==> src/decoder_consts.svh <==
`ifndef DECODER_CONSTS_SVH
`define DECODER_CONSTS_SVH

// datapath width of the core
`define XLEN 32

// register specifier width, x0..x31
`define REG_IDX_W 5

// one bit per branch compare, beq bne blt bge bltu bgeu
`define BRANCH_MASK_W 6

// fixed architectural registers
`define SP_REG_IDX 5'd2      // x2, stack pointer for c.lwsp / c.swsp
`define ZERO_REG_IDX 5'd0    // x0, hardwired zero

`endif

==> src/exec_ctrl_pkg.sv <==
`default_nettype none

package exec_ctrl_pkg;

   typedef enum logic [4:0] {
      ALUOP_ADD    = 5'd0,
      ALUOP_SUB    = 5'd1,
      ALUOP_SLL    = 5'd2,
      ALUOP_SLT    = 5'd3,
      ALUOP_SLTU   = 5'd4,
      ALUOP_XOR    = 5'd5,
      ALUOP_SRL    = 5'd6,
      ALUOP_SRA    = 5'd7,
      ALUOP_OR     = 5'd8,
      ALUOP_AND    = 5'd9,
      ALUOP_MUL    = 5'd10,          // M ops follow funct3 order from here
      ALUOP_MULH   = 5'd11,
      ALUOP_MULHSU = 5'd12,
      ALUOP_MULHU  = 5'd13,
      ALUOP_DIV    = 5'd14,
      ALUOP_DIVU   = 5'd15,
      ALUOP_REM    = 5'd16,
      ALUOP_REMU   = 5'd17
   } alu_op_e;

   typedef enum logic {
      S1_REGVAL1 = 1'b0,
      S1_PC      = 1'b1
   } alu_s1_sel_e;

   typedef enum logic [1:0] {
      S2_REGVAL2 = 2'd0,
      S2_IMM     = 2'd1
   } alu_s2_sel_e;

   typedef enum logic [1:0] {
      REGIN_NONE = 2'd0,
      REGIN_ALU  = 2'd1,
      REGIN_IMM  = 2'd2
   } reg_input_sel_e;

   typedef enum logic [2:0] {
      EXEC_TO_FETCH  = 3'd0,
      EXEC_TO_LOAD   = 3'd1,
      EXEC_TO_STORE  = 3'd2,
      EXEC_TO_BRANCH = 3'd3,
      EXEC_TO_SYSTEM = 3'd4,
      EXEC_TO_TRAP   = 3'd5,
      EXEC_TO_DEAD   = 3'd6            // unsupported encoding, core halts
   } next_stage_e;

   typedef struct packed {
      alu_op_e        alu_oper;
      alu_s1_sel_e    s1_sel;
      alu_s2_sel_e    s2_sel;
      next_stage_e    next_stage;
      logic           wb_from_alu;
      logic           wb_from_imm;
      logic           next_pc_from_alu;
      reg_input_sel_e reg_input_sel;
      logic           write_reg;         // return address write in decode
   } dec_ctrl_t;

   // plain add, no writeback, back to fetch
   localparam dec_ctrl_t DEC_CTRL_DEFAULT = '{
      alu_oper:         ALUOP_ADD,
      s1_sel:           S1_REGVAL1,
      s2_sel:           S2_REGVAL2,
      next_stage:       EXEC_TO_FETCH,
      wb_from_alu:      1'b0,
      wb_from_imm:      1'b0,
      next_pc_from_alu: 1'b0,
      reg_input_sel:    REGIN_NONE,
      write_reg:        1'b0
   };

endpackage

`default_nettype wire

==> src/riscv_isa_pkg.sv <==
`default_nettype none
`include "decoder_consts.svh"

package riscv_isa_pkg;

   typedef logic [2:0] funct3_t;   // minor opcode, instr[14:12]
   typedef logic [6:0] funct7_t;   // instr[31:25]

   typedef enum logic [4:0] {      // major opcode, instr[6:2]
      OPC_LOAD    = 5'b00000,
      OPC_MISCMEM = 5'b00011,
      OPC_OPIMM   = 5'b00100,
      OPC_AUIPC   = 5'b00101,
      OPC_STORE   = 5'b01000,
      OPC_OP      = 5'b01100,
      OPC_LUI     = 5'b01101,
      OPC_BRANCH  = 5'b11000,
      OPC_JALR    = 5'b11001,
      OPC_JAL     = 5'b11011,
      OPC_SYSTEM  = 5'b11100
   } opcode_e;

   typedef enum logic [1:0] {      // instr[1:0]
      QUAD_C0   = 2'd0,
      QUAD_C1   = 2'd1,
      QUAD_C2   = 2'd2,
      QUAD_BASE = 2'd3               // 32-bit encoding
   } c_quad_e;

   typedef enum logic [2:0] {      // quadrant 2 funct3, instr[15:13]
      C2_SLLI  = 3'd0,
      C2_FLDSP = 3'd1,
      C2_LWSP  = 3'd2,
      C2_FLWSP = 3'd3,
      C2_JR    = 3'd4,               // also mv, add, jalr, ebreak
      C2_FSDSP = 3'd5,
      C2_SWSP  = 3'd6,
      C2_FSWSP = 3'd7
   } c2_funct3_e;

   localparam funct3_t FUNC_LW   = 3'd2;   // reported for all compressed forms
   localparam funct3_t FUNC_BEQ  = 3'd0;
   localparam funct3_t FUNC_BNE  = 3'd1;
   localparam funct3_t FUNC_BLT  = 3'd4;
   localparam funct3_t FUNC_BGE  = 3'd5;
   localparam funct3_t FUNC_BLTU = 3'd6;
   localparam funct3_t FUNC_BGEU = 3'd7;

   localparam funct7_t FUNCT7_ALT    = 7'b0100000;   // sub / sra
   localparam funct7_t FUNCT7_MULDIV = 7'b0000001;   // M extension

   typedef struct packed {
      logic [`REG_IDX_W-1:0] rs1;
      logic [`REG_IDX_W-1:0] rs2;
      logic [`REG_IDX_W-1:0] rd;
   } reg_sel_t;

endpackage

`default_nettype wire

==> src/rv_base_ctrl_dec.sv <==
`timescale 1ns/10ps
`default_nettype none
`include "decoder_consts.svh"

module rv_base_ctrl_dec
   import riscv_isa_pkg::*;
   import exec_ctrl_pkg::*;
(
   input  wire  [`XLEN-1:0]          i_instr,
   output reg_sel_t                  o_regs,
   output dec_ctrl_t                 o_ctrl,
   output funct3_t                   o_funct3,
   output logic [`BRANCH_MASK_W-1:0] o_branch_mask
);

   opcode_e opcode;
   funct3_t funct3;
   funct7_t funct7;

   assign opcode = opcode_e'(i_instr[6:2]);
   assign funct3 = i_instr[14:12];
   assign funct7 = i_instr[31:25];

   // fixed field positions so the regfile can be read during decode
   assign o_regs   = '{rs1: i_instr[19:15], rs2: i_instr[24:20], rd: i_instr[11:7]};
   assign o_funct3 = funct3;

   // shared by OP and OP-IMM, variants patched afterwards
   function automatic alu_op_e base_alu_op(input funct3_t f3);
      case (f3)
         3'd0:    return ALUOP_ADD;
         3'd1:    return ALUOP_SLL;
         3'd2:    return ALUOP_SLT;
         3'd3:    return ALUOP_SLTU;
         3'd4:    return ALUOP_XOR;
         3'd5:    return ALUOP_SRL;
         3'd6:    return ALUOP_OR;
         default: return ALUOP_AND;
      endcase
   endfunction

   always_comb begin
      o_ctrl = DEC_CTRL_DEFAULT;
      case (opcode)
         OPC_OP: begin
            o_ctrl.alu_oper = base_alu_op(funct3);
            if (funct7 == FUNCT7_MULDIV)                  // mul..remu in funct3 order
               o_ctrl.alu_oper = alu_op_e'(5'(ALUOP_MUL) + 5'(funct3));
            else if (funct7 == FUNCT7_ALT && funct3 == 3'd0)
               o_ctrl.alu_oper = ALUOP_SUB;
            else if (funct7 == FUNCT7_ALT && funct3 == 3'd5)
               o_ctrl.alu_oper = ALUOP_SRA;
            o_ctrl.wb_from_alu = 1'b1;                    // rd written back in fetch
         end
         OPC_OPIMM: begin
            o_ctrl.alu_oper = base_alu_op(funct3);
            if (funct3 == 3'd5 && funct7[5])              // srai
               o_ctrl.alu_oper = ALUOP_SRA;
            o_ctrl.s2_sel      = S2_IMM;
            o_ctrl.wb_from_alu = 1'b1;
         end
         OPC_LOAD: begin                                  // address = rs1 + imm
            o_ctrl.s2_sel     = S2_IMM;
            o_ctrl.next_stage = EXEC_TO_LOAD;
         end
         OPC_STORE: begin
            o_ctrl.s2_sel     = S2_IMM;
            o_ctrl.next_stage = EXEC_TO_STORE;
         end
         OPC_JAL, OPC_JALR: begin
            o_ctrl.write_reg        = 1'b1;               // link written in decode
            o_ctrl.reg_input_sel    = REGIN_ALU;
            o_ctrl.s1_sel           = (opcode == OPC_JAL) ? S1_PC : S1_REGVAL1;
            o_ctrl.s2_sel           = S2_IMM;
            o_ctrl.next_pc_from_alu = 1'b1;               // target from alu sum
         end
         OPC_BRANCH:  o_ctrl.next_stage = EXEC_TO_BRANCH; // compare rs1 vs rs2
         OPC_AUIPC: begin                                 // pc + imm
            o_ctrl.s1_sel      = S1_PC;
            o_ctrl.s2_sel      = S2_IMM;
            o_ctrl.wb_from_alu = 1'b1;
         end
         OPC_LUI: begin
            o_ctrl.wb_from_imm   = 1'b1;
            o_ctrl.reg_input_sel = REGIN_IMM;
         end
         OPC_MISCMEM: o_ctrl.next_stage = EXEC_TO_FETCH;  // fence as nop
         OPC_SYSTEM:  o_ctrl.next_stage = EXEC_TO_SYSTEM;
         default:     o_ctrl.next_stage = EXEC_TO_TRAP;   // unknown opcode
      endcase
   end

   always_comb begin
      o_branch_mask = '0;
      if (opcode == OPC_BRANCH) begin
         case (funct3)
            FUNC_BEQ:  o_branch_mask[0] = 1'b1;
            FUNC_BNE:  o_branch_mask[1] = 1'b1;
            FUNC_BLT:  o_branch_mask[2] = 1'b1;
            FUNC_BGE:  o_branch_mask[3] = 1'b1;
            FUNC_BLTU: o_branch_mask[4] = 1'b1;
            FUNC_BGEU: o_branch_mask[5] = 1'b1;
            default:   o_branch_mask    = '0;           // 2 and 3 are not branches
         endcase
      end
   end

   // branch unit picks exactly one compare, never two
   always_comb begin
      assert ($onehot0(o_branch_mask))
         else $error("branch mask %b not one-hot for opcode %h", o_branch_mask, opcode);
   end

endmodule

`default_nettype wire

==> src/rv_compressed_ctrl_dec.sv <==
`timescale 1ns/10ps
`default_nettype none
`include "decoder_consts.svh"

module rv_compressed_ctrl_dec
   import riscv_isa_pkg::*;
   import exec_ctrl_pkg::*;
(
   input  wire [`XLEN-1:0] i_instr,
   output reg_sel_t        o_regs,
   output dec_ctrl_t       o_ctrl
);

   c_quad_e                quad;
   c2_funct3_e             c_funct3;
   logic [`REG_IDX_W-1:0]  c_rs1;                // rs1 and rd share 11:7
   logic [`REG_IDX_W-1:0]  c_rs2;

   assign quad     = c_quad_e'(i_instr[1:0]);
   assign c_funct3 = c2_funct3_e'(i_instr[15:13]);
   assign c_rs1    = i_instr[11:7];
   assign c_rs2    = i_instr[6:2];

   always_comb begin
      o_regs = '{rs1: c_rs1, rs2: c_rs2, rd: c_rs1};
      o_ctrl = DEC_CTRL_DEFAULT;
      case (quad)
         QUAD_C1: o_ctrl.next_stage = EXEC_TO_FETCH;      // whole quadrant as nop
         QUAD_C2: begin
            case (c_funct3)
               C2_LWSP: begin                             // sp + scaled offset
                  o_regs.rs1        = `SP_REG_IDX;
                  o_ctrl.s2_sel     = S2_IMM;
                  o_ctrl.next_stage = (c_rs1 == `ZERO_REG_IDX) ? EXEC_TO_DEAD : EXEC_TO_LOAD;
               end
               C2_JR: begin
                  if (!i_instr[12]) begin
                     if (c_rs2 != `ZERO_REG_IDX) begin    // c.mv, rd = x0 + rs2
                        o_regs.rs1         = `ZERO_REG_IDX;
                        o_ctrl.wb_from_alu = 1'b1;
                     end else if (c_rs1 == `ZERO_REG_IDX) begin
                        o_ctrl.next_stage = EXEC_TO_DEAD; // reserved jr x0
                     end else begin                       // c.jr
                        o_ctrl.write_reg        = 1'b1;
                        o_ctrl.reg_input_sel    = REGIN_ALU;
                        o_ctrl.next_pc_from_alu = 1'b1;
                     end
                  end else begin
                     if (c_rs2 != `ZERO_REG_IDX && c_rs1 != `ZERO_REG_IDX)
                        o_ctrl.wb_from_alu = 1'b1;        // c.add
                     else
                        o_ctrl.next_stage = EXEC_TO_DEAD; // jalr, ebreak, add hint
                  end
               end
               C2_SWSP: begin                             // store path not wired
                  o_regs.rs1        = `SP_REG_IDX;
                  o_ctrl.next_stage = EXEC_TO_DEAD;
               end
               default: o_ctrl.next_stage = EXEC_TO_DEAD; // slli, fp forms
            endcase
         end
         default: o_ctrl.next_stage = EXEC_TO_DEAD;       // c0, base never picked here
      endcase
   end

   // a dead instruction must leave the register file untouched
   always_comb begin
      assert (o_ctrl.next_stage != EXEC_TO_DEAD || (!o_ctrl.write_reg && !o_ctrl.wb_from_alu))
         else $error("dead stage with register write, instr %h", i_instr[15:0]);
   end

endmodule

`default_nettype wire

==> src/rv_decode_reg.sv <==
`timescale 1ns/10ps
`default_nettype none
`include "decoder_consts.svh"

module rv_decode_reg
   import riscv_isa_pkg::*;
   import exec_ctrl_pkg::*;
(
   input  wire                       i_clk,
   input  wire                       i_rst_n,
   input  wire                       i_en,
   input  wire  [`XLEN-1:0]          i_instr,
   input  wire  [`XLEN-1:0]          i_imm,
   input  wire  reg_sel_t            i_base_regs,
   input  wire  dec_ctrl_t           i_base_ctrl,
   input  wire  funct3_t             i_funct3,
   input  wire  [`BRANCH_MASK_W-1:0] i_branch_mask,
   input  wire  reg_sel_t            i_c_regs,
   input  wire  dec_ctrl_t           i_c_ctrl,
   output logic                      o_valid,
   output reg_sel_t                  o_regs,
   output logic [`XLEN-1:0]          o_imm,
   output logic [`BRANCH_MASK_W-1:0] o_branch_mask,
   output funct3_t                   o_funct3,
   output dec_ctrl_t                 o_ctrl
);

   logic is_base;

   assign is_base = (c_quad_e'(i_instr[1:0]) == QUAD_BASE);

   always_ff @(posedge i_clk or negedge i_rst_n) begin
      if (!i_rst_n) begin
         o_valid <= 1'b0;
         o_ctrl  <= DEC_CTRL_DEFAULT;                     // no writes and back to fetch
      end else begin
         o_valid <= i_en;                                 // one pulse per enable
         if (i_en)
            o_ctrl <= is_base ? i_base_ctrl : i_c_ctrl;
      end
   end

   always_ff @(posedge i_clk) begin
      if (i_en) begin                                     // hold last result when idle
         o_regs        <= is_base ? i_base_regs : i_c_regs;
         o_imm         <= i_imm;
         o_funct3      <= is_base ? i_funct3 : FUNC_LW;   // c forms report lw
         o_branch_mask <= is_base ? i_branch_mask : '0;
      end
   end

   // a registered compare only travels with the branch stage
   assert property (@(posedge i_clk) disable iff (!i_rst_n)
                    o_valid && (o_branch_mask != '0) |-> o_ctrl.next_stage == EXEC_TO_BRANCH)
      else $error("branch mask %b without branch stage", o_branch_mask);

endmodule

`default_nettype wire

==> src/rv_decoder.sv <==
`timescale 1ns/10ps
`default_nettype none
`include "decoder_consts.svh"

module rv_decoder
   import riscv_isa_pkg::*;
   import exec_ctrl_pkg::*;
(
   input  wire                       i_clk,
   input  wire                       i_rst_n,
   input  wire                       i_en,           // one instruction per high cycle
   input  wire  [`XLEN-1:0]          i_instr,
   output logic                      o_valid,
   output reg_sel_t                  o_regs,
   output logic [`XLEN-1:0]          o_imm,
   output logic [`BRANCH_MASK_W-1:0] o_branch_mask,
   output funct3_t                   o_funct3,
   output dec_ctrl_t                 o_ctrl
);

   logic [`XLEN-1:0]          imm;
   reg_sel_t                  base_regs;
   dec_ctrl_t                 base_ctrl;
   funct3_t                   funct3;
   logic [`BRANCH_MASK_W-1:0] branch_mask;
   reg_sel_t                  c_regs;
   dec_ctrl_t                 c_ctrl;

   rv_imm_gen imm_gen_inst (
      .i_instr (i_instr),
      .o_imm   (imm)
   );

   rv_base_ctrl_dec base_dec_inst (
      .i_instr       (i_instr),
      .o_regs        (base_regs),
      .o_ctrl        (base_ctrl),
      .o_funct3      (funct3),
      .o_branch_mask (branch_mask)
   );

   rv_compressed_ctrl_dec c_dec_inst (
      .i_instr (i_instr),
      .o_regs  (c_regs),
      .o_ctrl  (c_ctrl)
   );

   rv_decode_reg decode_reg_inst (
      .i_clk         (i_clk),
      .i_rst_n       (i_rst_n),
      .i_en          (i_en),
      .i_instr       (i_instr),
      .i_imm         (imm),
      .i_base_regs   (base_regs),
      .i_base_ctrl   (base_ctrl),
      .i_funct3      (funct3),
      .i_branch_mask (branch_mask),
      .i_c_regs      (c_regs),
      .i_c_ctrl      (c_ctrl),
      .o_valid       (o_valid),
      .o_regs        (o_regs),
      .o_imm         (o_imm),
      .o_branch_mask (o_branch_mask),
      .o_funct3      (o_funct3),
      .o_ctrl        (o_ctrl)
   );

endmodule

`default_nettype wire

==> src/rv_imm_gen.sv <==
`timescale 1ns/10ps
`default_nettype none
`include "decoder_consts.svh"

module rv_imm_gen
   import riscv_isa_pkg::*;
(
   input  wire  [`XLEN-1:0] i_instr,
   output logic [`XLEN-1:0] o_imm
);

   opcode_e    opcode;
   c_quad_e    quad;
   c2_funct3_e c_funct3;

   assign opcode   = opcode_e'(i_instr[6:2]);
   assign quad     = c_quad_e'(i_instr[1:0]);
   assign c_funct3 = c2_funct3_e'(i_instr[15:13]);

   always_comb begin
      o_imm = '0;                                         // unused compressed forms
      case (quad)
         QUAD_BASE: begin
            case (opcode)
               OPC_STORE:                                 // S form
                  o_imm = {{(`XLEN-11){i_instr[31]}}, i_instr[30:25], i_instr[11:7]};
               OPC_BRANCH:                                // B form, bit 0 implied
                  o_imm = {{(`XLEN-12){i_instr[31]}}, i_instr[7], i_instr[30:25],
                           i_instr[11:8], 1'b0};
               OPC_LUI, OPC_AUIPC:                        // U form, upper 20
                  o_imm = {i_instr[31:12], 12'b0};
               OPC_JAL:                                   // J form
                  o_imm = {{(`XLEN-20){i_instr[31]}}, i_instr[19:12], i_instr[20],
                           i_instr[30:21], 1'b0};
               default:                                   // I form, meaningless for R
                  o_imm = {{(`XLEN-11){i_instr[31]}}, i_instr[30:20]};
            endcase
         end
         QUAD_C2: begin
            // c.lwsp offset[7:6|5|4:2], word scaled, zero extended
            if (c_funct3 == C2_LWSP)
               o_imm = {{(`XLEN-8){1'b0}}, i_instr[3:2], i_instr[12], i_instr[6:4], 2'b00};
         end
         default: o_imm = '0;                             // c0 and c1 carry no imm here
      endcase
   end

endmodule

`default_nettype wire

==> config.mk <==
export PLATFORM = sky130hd
export DESIGN_NAME = rv_decoder
export DESIGN_NICKNAME = d
export VERILOG_FILES = /design/src/exec_ctrl_pkg.sv /design/src/riscv_isa_pkg.sv /design/src/rv_base_ctrl_dec.sv /design/src/rv_compressed_ctrl_dec.sv /design/src/rv_decode_reg.sv /design/src/rv_decoder.sv /design/src/rv_imm_gen.sv
export VERILOG_INCLUDE_DIRS = /design/src
export SDC_FILE = /design/constraint.sdc
export NUM_CORES = 1
export LEC_CHECK = 0
export ABC_AREA = 1
export BUFFER_PORTS_ARGS = -buffer_cell sky130_fd_sc_hd__buf_4
export CAP_MARGIN = 20
export CORE_MARGIN = 8
export CORE_UTILIZATION = 40
export DETAILED_ROUTE_END_ITERATION = 10
export HOLD_SLACK_MARGIN = 0.1
export PLACE_DENSITY = 0.72
export REMOVE_ABC_BUFFERS = 1
export SKIP_CTS_REPAIR_TIMING = 1
export SLEW_MARGIN = 20
export SYNTH_ARGS = -nofsm -noshare
export SYNTH_HDL_FRONTEND = slang
export SYNTH_SLANG_ARGS = --single-unit
==> constraint.sdc <==
create_clock -name i_clk -period 1.95 [get_ports i_clk]
set_clock_uncertainty 0.2 [all_clocks]
set_input_delay 0.0975 -clock i_clk [delete_from_list [all_inputs] [get_ports i_clk]]
set_output_delay 0.0975 -clock i_clk [all_outputs]
set_load 0.05 [all_outputs]
==> results.ini <==
[route]
drt-total-wl_mm = 11.2
drtPass1Iterations = 5
route.antenna.remaining_nets = 0
initialDrtViolationCount = 273
dr_total_vias = 3407
wl_per_cell_um = 16.8
drc = 0
avgViaCountPerCell = 5.10

[critical_path]
critical-path-max-stage-delay_ns = 0.55
critPathLaunchType = input pin
worstSetupPathType = input pin to register
crit_path_end_kind = register
cp_data_arrival_time_ns = 1.82
critical_path.cell_chain = dlygate4sd3_1, buf_4, ha_1, nand4_1, dlygate4sd3_1, nand3_1
crit_slowest_cell = dlygate4sd3_1
worstPathRequired_ns = 1.85
critPathMostFrequentCell = dlygate4sd3_1
critPathMaxFanout = 12

[clocking]
clk_latency_ns = 0.35
clkTransAtPathRegs_ns = 0.08
tritoncts = built
clockRootBuffer = clkbuf_8
cts_inserted_buffers = 9
cts.sink_count = 71
clock_tree.buffer_depth = 2
cts.htree.levels = 3

[power]
leakagePower_nw = 2.43
power_per_standard_cell_area_nw_per_um2 = 768
report.power.total_mw = 3.96
ir_drop_mv = 0.314

[die]
core_area_um2 = 8760
design.die.area_um2 = 12400
die_w_um = 111
chipHeight_um = 111
start_util = 0.413
ioPinCount = 109
num_rows = 34

[synth]
synth-warning-count = 0
yosys_register_bits = 71
synth.avg_cell_area_um2 = 9.04
synthDominantCellAreaShare = 0.464
synth-seq-area-share = 0.568
synth_top_cell_by_area = edfxtp_1
synth_top_cells_by_area = edfxtp_1, nand2_1, dfrtp_1
yosys_most_used_dff = edfxtp_1
synth_enable_flop_cells = 56
share_of_async_settable_or_async_resettable_flops_after_synthesis = 0.211
cell_variety_after_synth = 34
synth.cell_area_um2 = 3620
syn-instance-count = 401

[sta]
tightestPinTransition_ns = 0.693
period_needed_ns = 1.92
final-max-slew-violation-count = 0
max_freq_ghz = 0.522
layout_worst_path_cycle_share = 0.983
final-setup-viol-count = 0
timing.slew.headroom = 0.534
hold_ws_ns = 0.0533
report.final.hold_viol_count = 0

[final_layout]
layout.filler_cells = 747
mostFrequentLayoutCell = buf_4
fin_nets = 597
final_util = 0.589
drive_above_1_share = 0.264
layout.cells.non_filler = 668
area_delta_synth_final_pct = 42.5
finish.instance_area_um2 = 5160
antenna-diode-count = 0
layout.cells.most_common_list = buf_4, nand2_1, nor2_1, edfxtp_1, dlygate4sd3_1

[grt]
grt_pass1_vias = 3184
grt_util_all_layers = 0.168
globalRoute.totalOverflow = 0
wire_length_of_the_first_global_routing_pass_mm = 16.7
grt_start_max_net_pins = 36
grt_antenna_before_repair = 0

[placement]
hpwlAfterDp_mm = 8.23
place_inst = 608
place_area_um2 = 4520
place_congestion = 0.905
port_buffers = 107

[outcome]
run_status = finished clean

[worst_hold_path]
hold_path.class = input pin to register

[job]
maxCapViolCount = 0

[state kept, by name, indices dropped and copies added, names as in the netlist]
| signal | flops |
|---|---|
| decode_reg_inst.o_branch_mask | 6 |
| decode_reg_inst.o_funct3 | 3 |
| decode_reg_inst.o_regs | 15 |
| decode_reg_inst.o_imm | 32 |
| decode_reg_inst.o_valid | 1 |
| decode_reg_inst.o_ctrl | 14 |
[cells by family after synthesis]
family          share of synthesized area
other cells                       0.00103
fa+ha+maj                          0.0242
compound gates                     0.0753
simple gates                        0.261
flops                               0.568
buf+inv                            0.0708
[power breakdown]
group	internal, mW	switching [mW]
Combinational	0.311	0.663
Clock	0.598	0.607
Sequential	1.75	0.0356
Total	2.66	1.31
[routing by layer]
metal	part of all wire	vias up	GRT usage
li1	-	1651	-
met1	0.42	1562	0.204
met2	0.48	174	0.271
met3	0.076	20	0.0492
met4	0.019	0	0.0676
met5	0	-	0
[critical path: cells and delay by family]
kind          cells  cell delay (ns)
fa+ha+maj         1             0.25
buf+inv           3             1.27
simple gates      2             0.19
[worst paths after layout]
path / startpoint / end / slack [ns] / depth (start not counted)
max: i_instr[14] / decode_reg_inst.o_imm[4]$_DFFE_PP_ / 0.03 / 6
min: i_instr[2] / decode_reg_inst.o_ctrl[13]$_DFFE_PN0P_ / 0.05 / 6
max reg2reg: decode_reg_inst.o_ctrl[8]$_DFFE_PN0P_ / decode_reg_inst.o_ctrl[8]$_DFFE_PN0P_ / 0.88 / 3
min reg2reg: decode_reg_inst.o_ctrl[15]$_DFFE_PN0P_ / decode_reg_inst.o_ctrl[15]$_DFFE_PN0P_ / 0.30 / 2
max in group asynchronous: i_rst_n / decode_reg_inst.o_ctrl[12]$_DFFE_PN0P_ / 0.49 / 3
min in group asynchronous: i_rst_n / decode_reg_inst.o_ctrl[4]$_DFFE_PN0P_ / 0.65 / 3
[area by class of cell]
cell class | count | area (um2) | share of cell area
timing repair buffer | 158 | 1310 | 0.253
clock buffer | 10 | 128 | 0.0247
clock inverter | 6 | 71.3 | 0.0138
tap | 108 | 135 | 0.0262
sequential | 71 | 2060 | 0.398
multi-input combinational | 274 | 1310 | 0.254
inverter | 41 | 154 | 0.0298
[cells in the mapped netlist, types with 3 or more instances]
| cell | instances |
|---|---|
| or2_2 | 3 |
| o31ai_1 | 4 |
| buf_4 | 3 |
| ha_1 | 7 |
| nand2_1 | 104 |
| buf_2 | 4 |
| nor3_1 | 6 |
| buf_6 | 4 |
| nand3_1 | 33 |
| o22ai_1 | 6 |
| nand3_2 | 3 |
| inv_2 | 6 |
| nor2_1 | 56 |
| edfxtp_1 | 56 |
| a21oi_1 | 12 |
| nand4_1 | 5 |
| clkbuf_1 | 4 |
| o21ai_0 | 18 |
| dfrtp_1 | 15 |
| inv_1 | 33 |
[through the flow]
stage                     setup WS, ns  setup TNS (ns)
after detailed placement         0.245               0
after global placement           0.307               0
after floorplan                 0.0672               0
final                           0.0335               0
after global routing          -0.00492        -0.00492
after CTS                        0.607               0
No activity file was read; power rests on OpenSTA's default activity.
